## src/design/debug_pkg.sv

```systemverilog
`default_nettype none

package debug_pkg;

	localparam int IR_WIDTH = 4;

	// Instruction codes, anything unlisted acts as bypass
	localparam logic [IR_WIDTH-1:0] IR_IDCODE   = 4'd1;
	localparam logic [IR_WIDTH-1:0] IR_CDR_DBG  = 4'd2;
	localparam logic [IR_WIDTH-1:0] IR_PRBS_DBG = 4'd3;
	localparam logic [IR_WIDTH-1:0] IR_BYPASS   = 4'd15;

	// One TCK rising edge as seen on clk
	typedef struct packed {
		logic                capture_dr;
		logic                shift_dr;
		logic                update_dr;
		logic                tdi_bit;
		logic [IR_WIDTH-1:0] ir;
	} tap_strobe_t;

	// CDR loop controls
	typedef struct packed {
		logic [3:0]  ki;
		logic [3:0]  kp;
		logic        en_ext_pi_ctl;
		logic [8:0]  ext_pi_ctl;
		logic        en_freq_est;
		logic        invert;
		logic [11:0] pd_offset_ext;
	} cdr_ctrl_t;

	// CDR loop status
	typedef struct packed {
		logic [15:0] phase_est;
		logic [15:0] freq_est;
	} cdr_stat_t;

	// PRBS checker controls
	typedef struct packed {
		logic       prbs_cke;
		logic [7:0] prbs_eqn;
		logic [3:0] prbs_chan_sel;
		logic [1:0] prbs_checker_mode;
		logic       prbs_inv_chicken;
	} prbs_ctrl_t;

	// PRBS checker counters
	typedef struct packed {
		logic [15:0] prbs_err_bits;
		logic [15:0] prbs_total_bits;
	} prbs_stat_t;

endpackage

`default_nettype wire
```

## src/design/jtag_hub.sv

```systemverilog
`timescale 1ns/10ps
`default_nettype none

module jtag_hub #(
	parameter logic [31:0] IDCODE_VALUE = 32'h1000_1c5b
) (
	input wire logic clk,
	input wire logic reset_i,
	input wire logic tck_i,
	input wire logic tms_i,
	input wire logic tdi_i,
	input wire logic trst_n_i,
	output logic tdo_o,
	output debug_pkg::cdr_ctrl_t cdr_ctrl_o,
	output debug_pkg::prbs_ctrl_t prbs_ctrl_o,
	input wire debug_pkg::cdr_stat_t cdr_stat_i,
	input wire debug_pkg::prbs_stat_t prbs_stat_i
);
	debug_pkg::tap_strobe_t tap_strobe;
	logic tck_fall;
	logic ir_bit;
	logic tap_reset;
	logic cdr_sel;
	logic prbs_sel;
	logic cdr_so;
	logic prbs_so;

	tap_fsm u_tap (
		.clk(clk),
		.reset_i(reset_i),
		.tck_i(tck_i),
		.tms_i(tms_i),
		.tdi_i(tdi_i),
		.trst_n_i(trst_n_i),
		.strobe_o(tap_strobe),
		.tck_fall_o(tck_fall),
		.ir_bit_o(ir_bit),
		.tap_reset_o(tap_reset)
	);

	// Chain decode
	assign cdr_sel = (tap_strobe.ir == debug_pkg::IR_CDR_DBG);
	assign prbs_sel = (tap_strobe.ir == debug_pkg::IR_PRBS_DBG);

	dbg_scan_chain #(
		.ctrl_t(debug_pkg::cdr_ctrl_t),
		.stat_t(debug_pkg::cdr_stat_t)
	) u_cdr_chain (
		.clk(clk),
		.reset_i(tap_reset),
		.strobe_i(tap_strobe),
		.sel_i(cdr_sel),
		.stat_i(cdr_stat_i),
		.ctrl_o(cdr_ctrl_o),
		.so_o(cdr_so)
	);

	dbg_scan_chain #(
		.ctrl_t(debug_pkg::prbs_ctrl_t),
		.stat_t(debug_pkg::prbs_stat_t)
	) u_prbs_chain (
		.clk(clk),
		.reset_i(tap_reset),
		.strobe_i(tap_strobe),
		.sel_i(prbs_sel),
		.stat_i(prbs_stat_i),
		.ctrl_o(prbs_ctrl_o),
		.so_o(prbs_so)
	);

	tdo_combiner #(
		.IDCODE_VALUE(IDCODE_VALUE)
	) u_tdo (
		.clk(clk),
		.reset_i(tap_reset),
		.strobe_i(tap_strobe),
		.tck_fall_i(tck_fall),
		.ir_bit_i(ir_bit),
		.cdr_so_i(cdr_so),
		.prbs_so_i(prbs_so),
		.tdo_o(tdo_o)
	);

endmodule

`default_nettype wire

```

## src/design/tdo_combiner.sv

```systemverilog
`timescale 1ns/10ps
`default_nettype none

module tdo_combiner #(
	parameter logic [31:0] IDCODE_VALUE = 32'h1000_1c5b
) (
	input wire logic clk,
	input wire logic reset_i,
	input wire debug_pkg::tap_strobe_t strobe_i,
	input wire logic tck_fall_i,
	input wire logic ir_bit_i,
	input wire logic cdr_so_i,
	input wire logic prbs_so_i,
	output logic tdo_o
);
	logic [31:0] idcode_q;
	logic bypass_q;
	logic idcode_sel;
	logic bypass_sel;
	logic dr_bit;
	logic dr_active;

	// Serial source for the current instruction
	always_comb begin
		idcode_sel = 1'b0;
		bypass_sel = 1'b0;
		case (strobe_i.ir)
			debug_pkg::IR_IDCODE: begin
				idcode_sel = 1'b1;
				dr_bit = idcode_q[0];
			end
			debug_pkg::IR_CDR_DBG:  dr_bit = cdr_so_i;
			debug_pkg::IR_PRBS_DBG: dr_bit = prbs_so_i;
			default: begin
				bypass_sel = 1'b1;
				dr_bit = bypass_q;
			end
		endcase
	end

	always_ff @(posedge clk) begin
		if (idcode_sel && strobe_i.capture_dr) begin
			idcode_q <= IDCODE_VALUE;
		end else if (idcode_sel && strobe_i.shift_dr) begin
			idcode_q <= {strobe_i.tdi_bit, idcode_q[31:1]};
		end
	end

	// Single bit, captures zero
	always_ff @(posedge clk) begin
		if (bypass_sel && strobe_i.capture_dr) begin
			bypass_q <= 1'b0;
		end else if (bypass_sel && strobe_i.shift_dr) begin
			bypass_q <= strobe_i.tdi_bit;
		end
	end

	// Set between Capture-DR and Update-DR, the DR column of the TAP
	always_ff @(posedge clk) begin
		if (reset_i) begin
			dr_active <= 1'b0;
		end else if (strobe_i.capture_dr) begin
			dr_active <= 1'b1;
		end else if (strobe_i.update_dr) begin
			dr_active <= 1'b0;
		end
	end

	// Retimed on the falling TCK edge
	always_ff @(posedge clk) begin
		if (reset_i) begin
			tdo_o <= 1'b0;
		end else if (tck_fall_i) begin
			tdo_o <= dr_active ? dr_bit : ir_bit_i;
		end
	end

endmodule

`default_nettype wire

```

## src/design/dbg_scan_chain.sv

```systemverilog
`timescale 1ns/10ps
`default_nettype none

module dbg_scan_chain #(
	parameter type ctrl_t = logic [15:0],
	parameter type stat_t = logic [15:0]
) (
	input wire logic clk,
	input wire logic reset_i,
	input wire debug_pkg::tap_strobe_t strobe_i,
	input wire logic sel_i,
	input wire stat_t stat_i,
	output ctrl_t ctrl_o,
	output logic so_o
);
	localparam int CTRL_W = $bits(ctrl_t);
	localparam int STAT_W = $bits(stat_t);
	localparam int CHAIN_W = CTRL_W + STAT_W;

	logic [CHAIN_W-1:0] chain_q;
	ctrl_t ctrl_q;

	// Control sits above status, status bits leave first
	always_ff @(posedge clk) begin
		if (sel_i) begin
			if (strobe_i.capture_dr) begin
				chain_q <= {ctrl_q, stat_i};
			end else if (strobe_i.shift_dr) begin
				chain_q <= {strobe_i.tdi_bit, chain_q[CHAIN_W-1:1]};
			end
		end
	end

	// Only the control part is written back
	always_ff @(posedge clk) begin
		if (reset_i) begin
			ctrl_q <= '0;
		end else if (sel_i && strobe_i.update_dr) begin
			ctrl_q <= ctrl_t'(chain_q[CHAIN_W-1 -: CTRL_W]);
		end
	end

	assign ctrl_o = ctrl_q;
	assign so_o = chain_q[0];

endmodule

`default_nettype wire

```

## src/design/tap_fsm.sv

```systemverilog
`timescale 1ns/10ps
`default_nettype none

module tap_fsm (
	input wire logic clk,
	input wire logic reset_i,
	input wire logic tck_i,
	input wire logic tms_i,
	input wire logic tdi_i,
	input wire logic trst_n_i,
	output debug_pkg::tap_strobe_t strobe_o,
	output logic tck_fall_o,
	output logic ir_bit_o,
	output logic tap_reset_o
);
	typedef enum logic [3:0] {
		TEST_LOGIC_RESET,
		RUN_TEST_IDLE,
		SELECT_DR,
		CAPTURE_DR,
		SHIFT_DR,
		EXIT1_DR,
		PAUSE_DR,
		EXIT2_DR,
		UPDATE_DR,
		SELECT_IR,
		CAPTURE_IR,
		SHIFT_IR,
		EXIT1_IR,
		PAUSE_IR,
		EXIT2_IR,
		UPDATE_IR
	} tap_state_t;

	// Fixed 01 pattern loaded in Capture-IR
	localparam logic [debug_pkg::IR_WIDTH-1:0] IR_CAPTURE = 1;

	logic [1:0] tck_sync;
	logic [1:0] tms_sync;
	logic [1:0] tdi_sync;
	logic [1:0] trst_sync;
	logic tck_d;
	logic tck_rise;
	tap_state_t state;
	tap_state_t state_nxt;
	logic [debug_pkg::IR_WIDTH-1:0] ir_q;
	logic [debug_pkg::IR_WIDTH-1:0] ir_shift;

	// JTAG pins into the clk domain
	always_ff @(posedge clk) begin
		if (reset_i) begin
			tck_sync <= 2'b00;
			tms_sync <= 2'b11;
			tdi_sync <= 2'b00;
			trst_sync <= 2'b11;
			tck_d <= 1'b0;
		end else begin
			tck_sync <= {tck_sync[0], tck_i};
			tms_sync <= {tms_sync[0], tms_i};
			tdi_sync <= {tdi_sync[0], tdi_i};
			trst_sync <= {trst_sync[0], trst_n_i};
			tck_d <= tck_sync[1];
		end
	end

	assign tck_rise = tck_sync[1] & ~tck_d;
	assign tck_fall_o = ~tck_sync[1] & tck_d;
	assign tap_reset_o = reset_i | ~trst_sync[1];

	// IEEE 1149.1 transitions
	always_comb begin
		case (state)
			TEST_LOGIC_RESET: state_nxt = tms_sync[1] ? TEST_LOGIC_RESET : RUN_TEST_IDLE;
			RUN_TEST_IDLE:    state_nxt = tms_sync[1] ? SELECT_DR : RUN_TEST_IDLE;
			SELECT_DR:        state_nxt = tms_sync[1] ? SELECT_IR : CAPTURE_DR;
			CAPTURE_DR:       state_nxt = tms_sync[1] ? EXIT1_DR : SHIFT_DR;
			SHIFT_DR:         state_nxt = tms_sync[1] ? EXIT1_DR : SHIFT_DR;
			EXIT1_DR:         state_nxt = tms_sync[1] ? UPDATE_DR : PAUSE_DR;
			PAUSE_DR:         state_nxt = tms_sync[1] ? EXIT2_DR : PAUSE_DR;
			EXIT2_DR:         state_nxt = tms_sync[1] ? UPDATE_DR : SHIFT_DR;
			UPDATE_DR:        state_nxt = tms_sync[1] ? SELECT_DR : RUN_TEST_IDLE;
			SELECT_IR:        state_nxt = tms_sync[1] ? TEST_LOGIC_RESET : CAPTURE_IR;
			CAPTURE_IR:       state_nxt = tms_sync[1] ? EXIT1_IR : SHIFT_IR;
			SHIFT_IR:         state_nxt = tms_sync[1] ? EXIT1_IR : SHIFT_IR;
			EXIT1_IR:         state_nxt = tms_sync[1] ? UPDATE_IR : PAUSE_IR;
			PAUSE_IR:         state_nxt = tms_sync[1] ? EXIT2_IR : PAUSE_IR;
			EXIT2_IR:         state_nxt = tms_sync[1] ? UPDATE_IR : SHIFT_IR;
			UPDATE_IR:        state_nxt = tms_sync[1] ? SELECT_DR : RUN_TEST_IDLE;
			default:          state_nxt = TEST_LOGIC_RESET;
		endcase
	end

	always_ff @(posedge clk) begin
		if (tap_reset_o) begin
			state <= TEST_LOGIC_RESET;
		end else if (tck_rise) begin
			state <= state_nxt;
		end
	end

	// Instruction register, IDCODE whenever the TAP sits in reset
	always_ff @(posedge clk) begin
		if (tap_reset_o) begin
			ir_q <= debug_pkg::IR_IDCODE;
			ir_shift <= '0;
		end else if (state == TEST_LOGIC_RESET) begin
			ir_q <= debug_pkg::IR_IDCODE;
		end else if (tck_rise) begin
			case (state)
				CAPTURE_IR: ir_shift <= IR_CAPTURE;
				SHIFT_IR:   ir_shift <= {tdi_sync[1], ir_shift[debug_pkg::IR_WIDTH-1:1]};
				UPDATE_IR:  ir_q <= ir_shift;
				default:    ;
			endcase
		end
	end

	// Actions happen on the rising edge that leaves the state
	always_comb begin
		strobe_o.capture_dr = tck_rise && (state == CAPTURE_DR);
		strobe_o.shift_dr = tck_rise && (state == SHIFT_DR);
		strobe_o.update_dr = tck_rise && (state == UPDATE_DR);
		strobe_o.tdi_bit = tdi_sync[1];
		strobe_o.ir = ir_q;
	end

	assign ir_bit_o = ir_shift[0];

endmodule

`default_nettype wire

```

## config.mk

```make
export PLATFORM = sky130hd
export DESIGN_NAME = jtag_hub
export DESIGN_NICKNAME = d
export VERILOG_FILES = /design/src/design/debug_pkg.sv /design/src/design/jtag_hub.sv /design/src/design/tdo_combiner.sv /design/src/design/dbg_scan_chain.sv /design/src/design/tap_fsm.sv
export SDC_FILE = /design/constraint.sdc
export NUM_CORES = 1
export LEC_CHECK = 0
export BUFFER_PORTS_ARGS = -buffer_cell sky130_fd_sc_hd__buf_2
export CAP_MARGIN = 30
export CORE_ASPECT_RATIO = 1.25
export CORE_MARGIN = 2
export CORE_UTILIZATION = 49
export DETAILED_ROUTE_END_ITERATION = 10
export HOLD_SLACK_MARGIN = 0.02
export PLACE_DENSITY = 0.72
export SETUP_SLACK_MARGIN = 0.15
export SYNTH_ARGS = -nofsm -noshare
export SYNTH_HDL_FRONTEND = slang
export SYNTH_SLANG_ARGS = --single-unit
```

## constraint.sdc

```tcl
create_clock -name clk -period 4.15 [get_ports clk]
set_clock_uncertainty 0.2 [all_clocks]
set_input_delay 0.6225 -clock clk [delete_from_list [all_inputs] [get_ports clk]]
set_output_delay 0.6225 -clock clk [all_outputs]
set_load 0.005 [all_outputs]
```

==> impl_metrics.xml <==
<?xml version="1.0" encoding="UTF-8"?>
<metrics>
  <group name="yosys">
    <metric name="syn_inst" unit="">694</metric>
    <metric name="postSynthNetCount" unit="">764</metric>
    <metric name="synth_area_leader_cell" unit="">edfxtp_1</metric>
    <metric name="netlist.area_leader.share" unit="%">36.9</metric>
    <metric name="cell_area_after_technology_mapping" unit="sq um">9100</metric>
    <metric name="dominantRegCellSynth" unit="">edfxtp_1</metric>
    <metric name="synthMostInstantiatedCell" unit="">edfxtp_1</metric>
    <metric name="async_reset_ff_share" unit="%">0</metric>
    <metric name="synthTopCellsByCount" unit="">edfxtp_1, dfxtp_1, mux2_2</metric>
    <metric name="synth_cell_type_count" unit="">57</metric>
    <metric name="synth.yosys.seq_area_share" unit="%">59.8</metric>
    <metric name="synth_warnings" unit="">0</metric>
    <metric name="ys_seq_elements" unit="">216</metric>
    <metric name="post_synth_main_area_contributors" unit="">edfxtp_1, dfxtp_1, mux2_2</metric>
    <metric name="synth-edff-count" unit="">112</metric>
    <metric name="syn_area_cell" unit="sq um">13.1</metric>
  </group>
  <group name="worst_setup_path">
    <metric name="timing.critical_path.to_type" unit="">flop</metric>
    <metric name="worstPathMaxFanout" unit="">35</metric>
    <metric name="ws_path_type" unit="">reg2reg</metric>
    <metric name="rrSetupSlack" unit="ns">1.27</metric>
    <metric name="reg2regPathDepth" unit="">4</metric>
    <metric name="crit-reg2reg-capture" unit="">u_cdr_chain.chain_q[1]</metric>
    <metric name="worst-endpoint-arrival" unit="ns">2.92</metric>
    <metric name="worst_ep_required_time" unit="ns">4.20</metric>
    <metric name="reg2reg_from" unit="">u_tap.state[0]</metric>
    <metric name="critical_path.startpoint_type" unit="">flop</metric>
  </group>
  <group name="run">
    <metric name="maxCapViolCount" unit="">0</metric>
  </group>
  <group name="pwr">
    <metric name="cellPowerDensity" unit="nW/um^2">405</metric>
    <metric name="comb_power_share" unit="%">2.8</metric>
    <metric name="power.sequential.fraction" unit="%">53.1</metric>
    <metric name="power.ir.vdd_worst" unit="V">0.000450</metric>
    <metric name="report.power.total" unit="mW">4.26</metric>
    <metric name="cell_internal_pwr" unit="mW">3.39</metric>
    <metric name="power.share.clock" unit="%">44.2</metric>
    <metric name="netSwitchingPower" unit="mW">0.872</metric>
    <metric name="p_sw_share" unit="%">20.5</metric>
    <metric name="total_leakage_power" unit="nW">3.71</metric>
  </group>
  <group name="layout">
    <metric name="area_growth" unit="%">15.5</metric>
    <metric name="finish.instance_area" unit="sq um">10500</metric>
    <metric name="finished_layout_cells" unit="">1022</metric>
    <metric name="post_route_cells_drive_above_1_share" unit="%">36.0</metric>
    <metric name="final_net_count" unit="">849</metric>
    <metric name="antenna-diode-count" unit="">0</metric>
  </group>
  <group name="global_routing">
    <metric name="grtUsageTotal" unit="%">19.0</metric>
    <metric name="globalRoute.totalOverflow" unit="">0</metric>
    <metric name="antenna_found_initial" unit="">0</metric>
    <metric name="first_global_vias" unit="">6079</metric>
    <metric name="grt_pass1_wl" unit="microns">31100</metric>
    <metric name="grt_start_max_net_pins" unit="">65</metric>
  </group>
  <group name="timing">
    <metric name="max_freq" unit="MHz">348</metric>
    <metric name="unrepaired_setup_endpoints_after_global_routing" unit="">no</metric>
    <metric name="period_share" unit="%">69.3</metric>
    <metric name="timing.final.max_slew_violations" unit="">0</metric>
    <metric name="final_hold_viol_count" unit="">0</metric>
    <metric name="setup-tns-final" unit="ns">0</metric>
    <metric name="worst_hold_margin" unit="ns">0.118</metric>
    <metric name="slew-limit-headroom" unit="%">45.4</metric>
    <metric name="setup_viol" unit="">0</metric>
    <metric name="period_minus_slack" unit="ns">2.88</metric>
    <metric name="timing_worst_slew_pin_value" unit="ns">0.819</metric>
  </group>
  <group name="placement">
    <metric name="placedCellCount" unit="">984</metric>
    <metric name="place.detailed.hpwl" unit="microns">11800</metric>
    <metric name="numPortBuffers" unit="">118</metric>
    <metric name="dpl-instance-area" unit="sq um">9830</metric>
    <metric name="globalplace.congestion" unit="">0.807</metric>
  </group>
  <group name="floorplanning">
    <metric name="core_area" unit="sq um">18200</metric>
    <metric name="num_io_pins" unit="">119</metric>
    <metric name="floorplan.die.width" unit="microns">126</metric>
    <metric name="die_extent_in_y" unit="microns">156</metric>
    <metric name="initial_core_util" unit="%">50.1</metric>
    <metric name="floorplan.die_area" unit="sq um">19700</metric>
    <metric name="row_count" unit="">55</metric>
  </group>
  <group name="detailed_routing">
    <metric name="route.antenna.remaining_nets" unit="">0</metric>
    <metric name="drt-initial-drc-count" unit="">461</metric>
    <metric name="vias" unit="">6100</metric>
    <metric name="vias_per_cell" unit="">5.97</metric>
    <metric name="avgRoutedWirePerCell" unit="microns">18.8</metric>
    <metric name="wl" unit="microns">19300</metric>
    <metric name="detail_route.drc_violations" unit="">0</metric>
    <metric name="drtPass1Iterations" unit="">7</metric>
  </group>
  <group name="clocking">
    <metric name="clock_tree.root_cell" unit="">clkbuf_16</metric>
    <metric name="cts_num_sinks" unit="">216</metric>
    <metric name="clk_pin_slew" unit="ns">0.07</metric>
    <metric name="ctsHtreeMaxLevel" unit="">1</metric>
    <metric name="cts_hold_repair.buffers" unit="">0</metric>
    <metric name="cts_inserted_buffers" unit="">21</metric>
    <metric name="clock_tree_from_tritoncts" unit="">built</metric>
    <metric name="post_cts_resize_count" unit="">0</metric>
    <metric name="clk_latency_worst_skew_pair" unit="ns">0.49</metric>
    <metric name="clock_tree_buf_depth" unit="">3</metric>
    <metric name="post-cts-setup-buffers" unit="">0</metric>
  </group>
  <group name="worst_hold_path">
    <metric name="hold_path_startpoint" unit="">tms_i</metric>
    <metric name="holdPathEnd" unit="">u_tap.tms_sync[0]</metric>
    <metric name="hp-class" unit="">in2reg</metric>
    <metric name="min_delay_path_depth" unit="">2</metric>
  </group>
  <group name="outcome">
    <metric name="outcome" unit="">finished, final reports clean</metric>
  </group>
</metrics>
## cells in the final DEF, fill, tap and decap left out, types with 3 or more instances in the layout
cell	netlist	routed
o22a_1	9	9
inv_1	6	6
nor2_1	7	5
a22o_1	22	22
nor3b_1	5	5
o21ai_0	9	9
mux2i_1	3	3
buf_2	29	118
o211ai_1	3	3
nand2b_1	6	4
nand4_1	49	49
o31ai_2	9	9
clkbuf_1	31	5
dfxtp_1	104	104
a21oi_1	55	55
mux2_2	95	95
o31ai_1	40	40
nor2b_1	11	10
or2_2	5	5
clkinv_2	0	3
nand2_1	5	5
clkbuf_16	0	21
or3_1	3	3
nand3_1	8	8
edfxtp_1	112	112
mux2_1	17	17
buf_12	0	3
buf_4	1	11
## per-layer routing
metal | global-route usage, % | part of all wire, % | vias to the layer above
met5 | 0 | 0 | -
met4 | 5.55 | 1.6 | 0
met3 | 4.21 | 6.7 | 31
met2 | 32.5 | 51 | 220
met1 | 24.1 | 41 | 2973
li1 | - | - | 2876
## stage by stage
stage / utilization [%] / setup WS [ns]
floorplan: - / 0.378
global placement: 54.1 / 1.42
detailed placement: 54.1 / 1.31
CTS: 57.9 / 1.28
global route: 57.9 / 1.10
finish: 57.9 / 1.27
## power groups by stage
stage	clock (mW)	combinational, mW	sequential [mW]
after floorplan	0	0.0736	2.30
after global placement	0	0.113	2.30
after detailed placement	0	0.117	2.31
after CTS	1.92	0.118	2.26
after global routing	2.00	0.128	2.26
final	1.88	0.117	2.26
## critical path, cell delays in order (launching register included)
cell	delay, ns
dfxtp_1	0.77
nor3b_2	0.39
nand3_4	0.44
buf_4	0.46
mux2_2	0.33
## kinds of logic after synthesis
group / share of synthesized area [%]
DFF: 59.8
AOI/OAI and AO/OA: 13.1
and+or+nand+nor: 8.77
muxes: 14.2
buffers and inverters: 3.99
xor gates and xnor gates: 0.0962
## state kept, by name (all words and copies together) (netlist names)
name and flops:
u_cdr_chain.chain_q 64, u_cdr_chain.ctrl_o 32, u_prbs_chain.chain_q 48, u_prbs_chain.ctrl_o 16, u_tap.ir_q 4, u_tap.ir_shift 4, u_tap.state 4, u_tap.tck_d 1
u_tap.tck_sync 2, u_tap.tdi_sync 2, u_tap.tms_sync 2, u_tap.trst_sync 2, u_tdo.bypass_q 1, u_tdo.dr_active 1, u_tdo.idcode_q 32, u_tdo.tdo_o 1
## layout make-up
type	count	area [sq um]
clock buffer	28	572
clock inverter	10	106
sequential	216	5450
tap	228	285
timing repair buffer	132	733
inverter	6	22.5
multi-input combinational	402	3350
fill	1470	7660
## worst max-delay path by stage
stage | from | end | depth (start not counted)
final | u_tap.state[0] | u_cdr_chain.chain_q[1] | 4
after detailed placement | u_tap.state[0] | u_cdr_chain.chain_q[5] | 4
after global placement | u_tap.state[0] | u_cdr_chain.chain_q[14] | 4
after global routing | u_tap.state[0] | u_cdr_chain.chain_q[1] | 4
after floorplan | u_tap.state[3] | u_prbs_chain.chain_q[0] | 4
after CTS | u_tap.state[0] | u_prbs_chain.chain_q[23] | 4
Power figures use the tool's default switching activity.
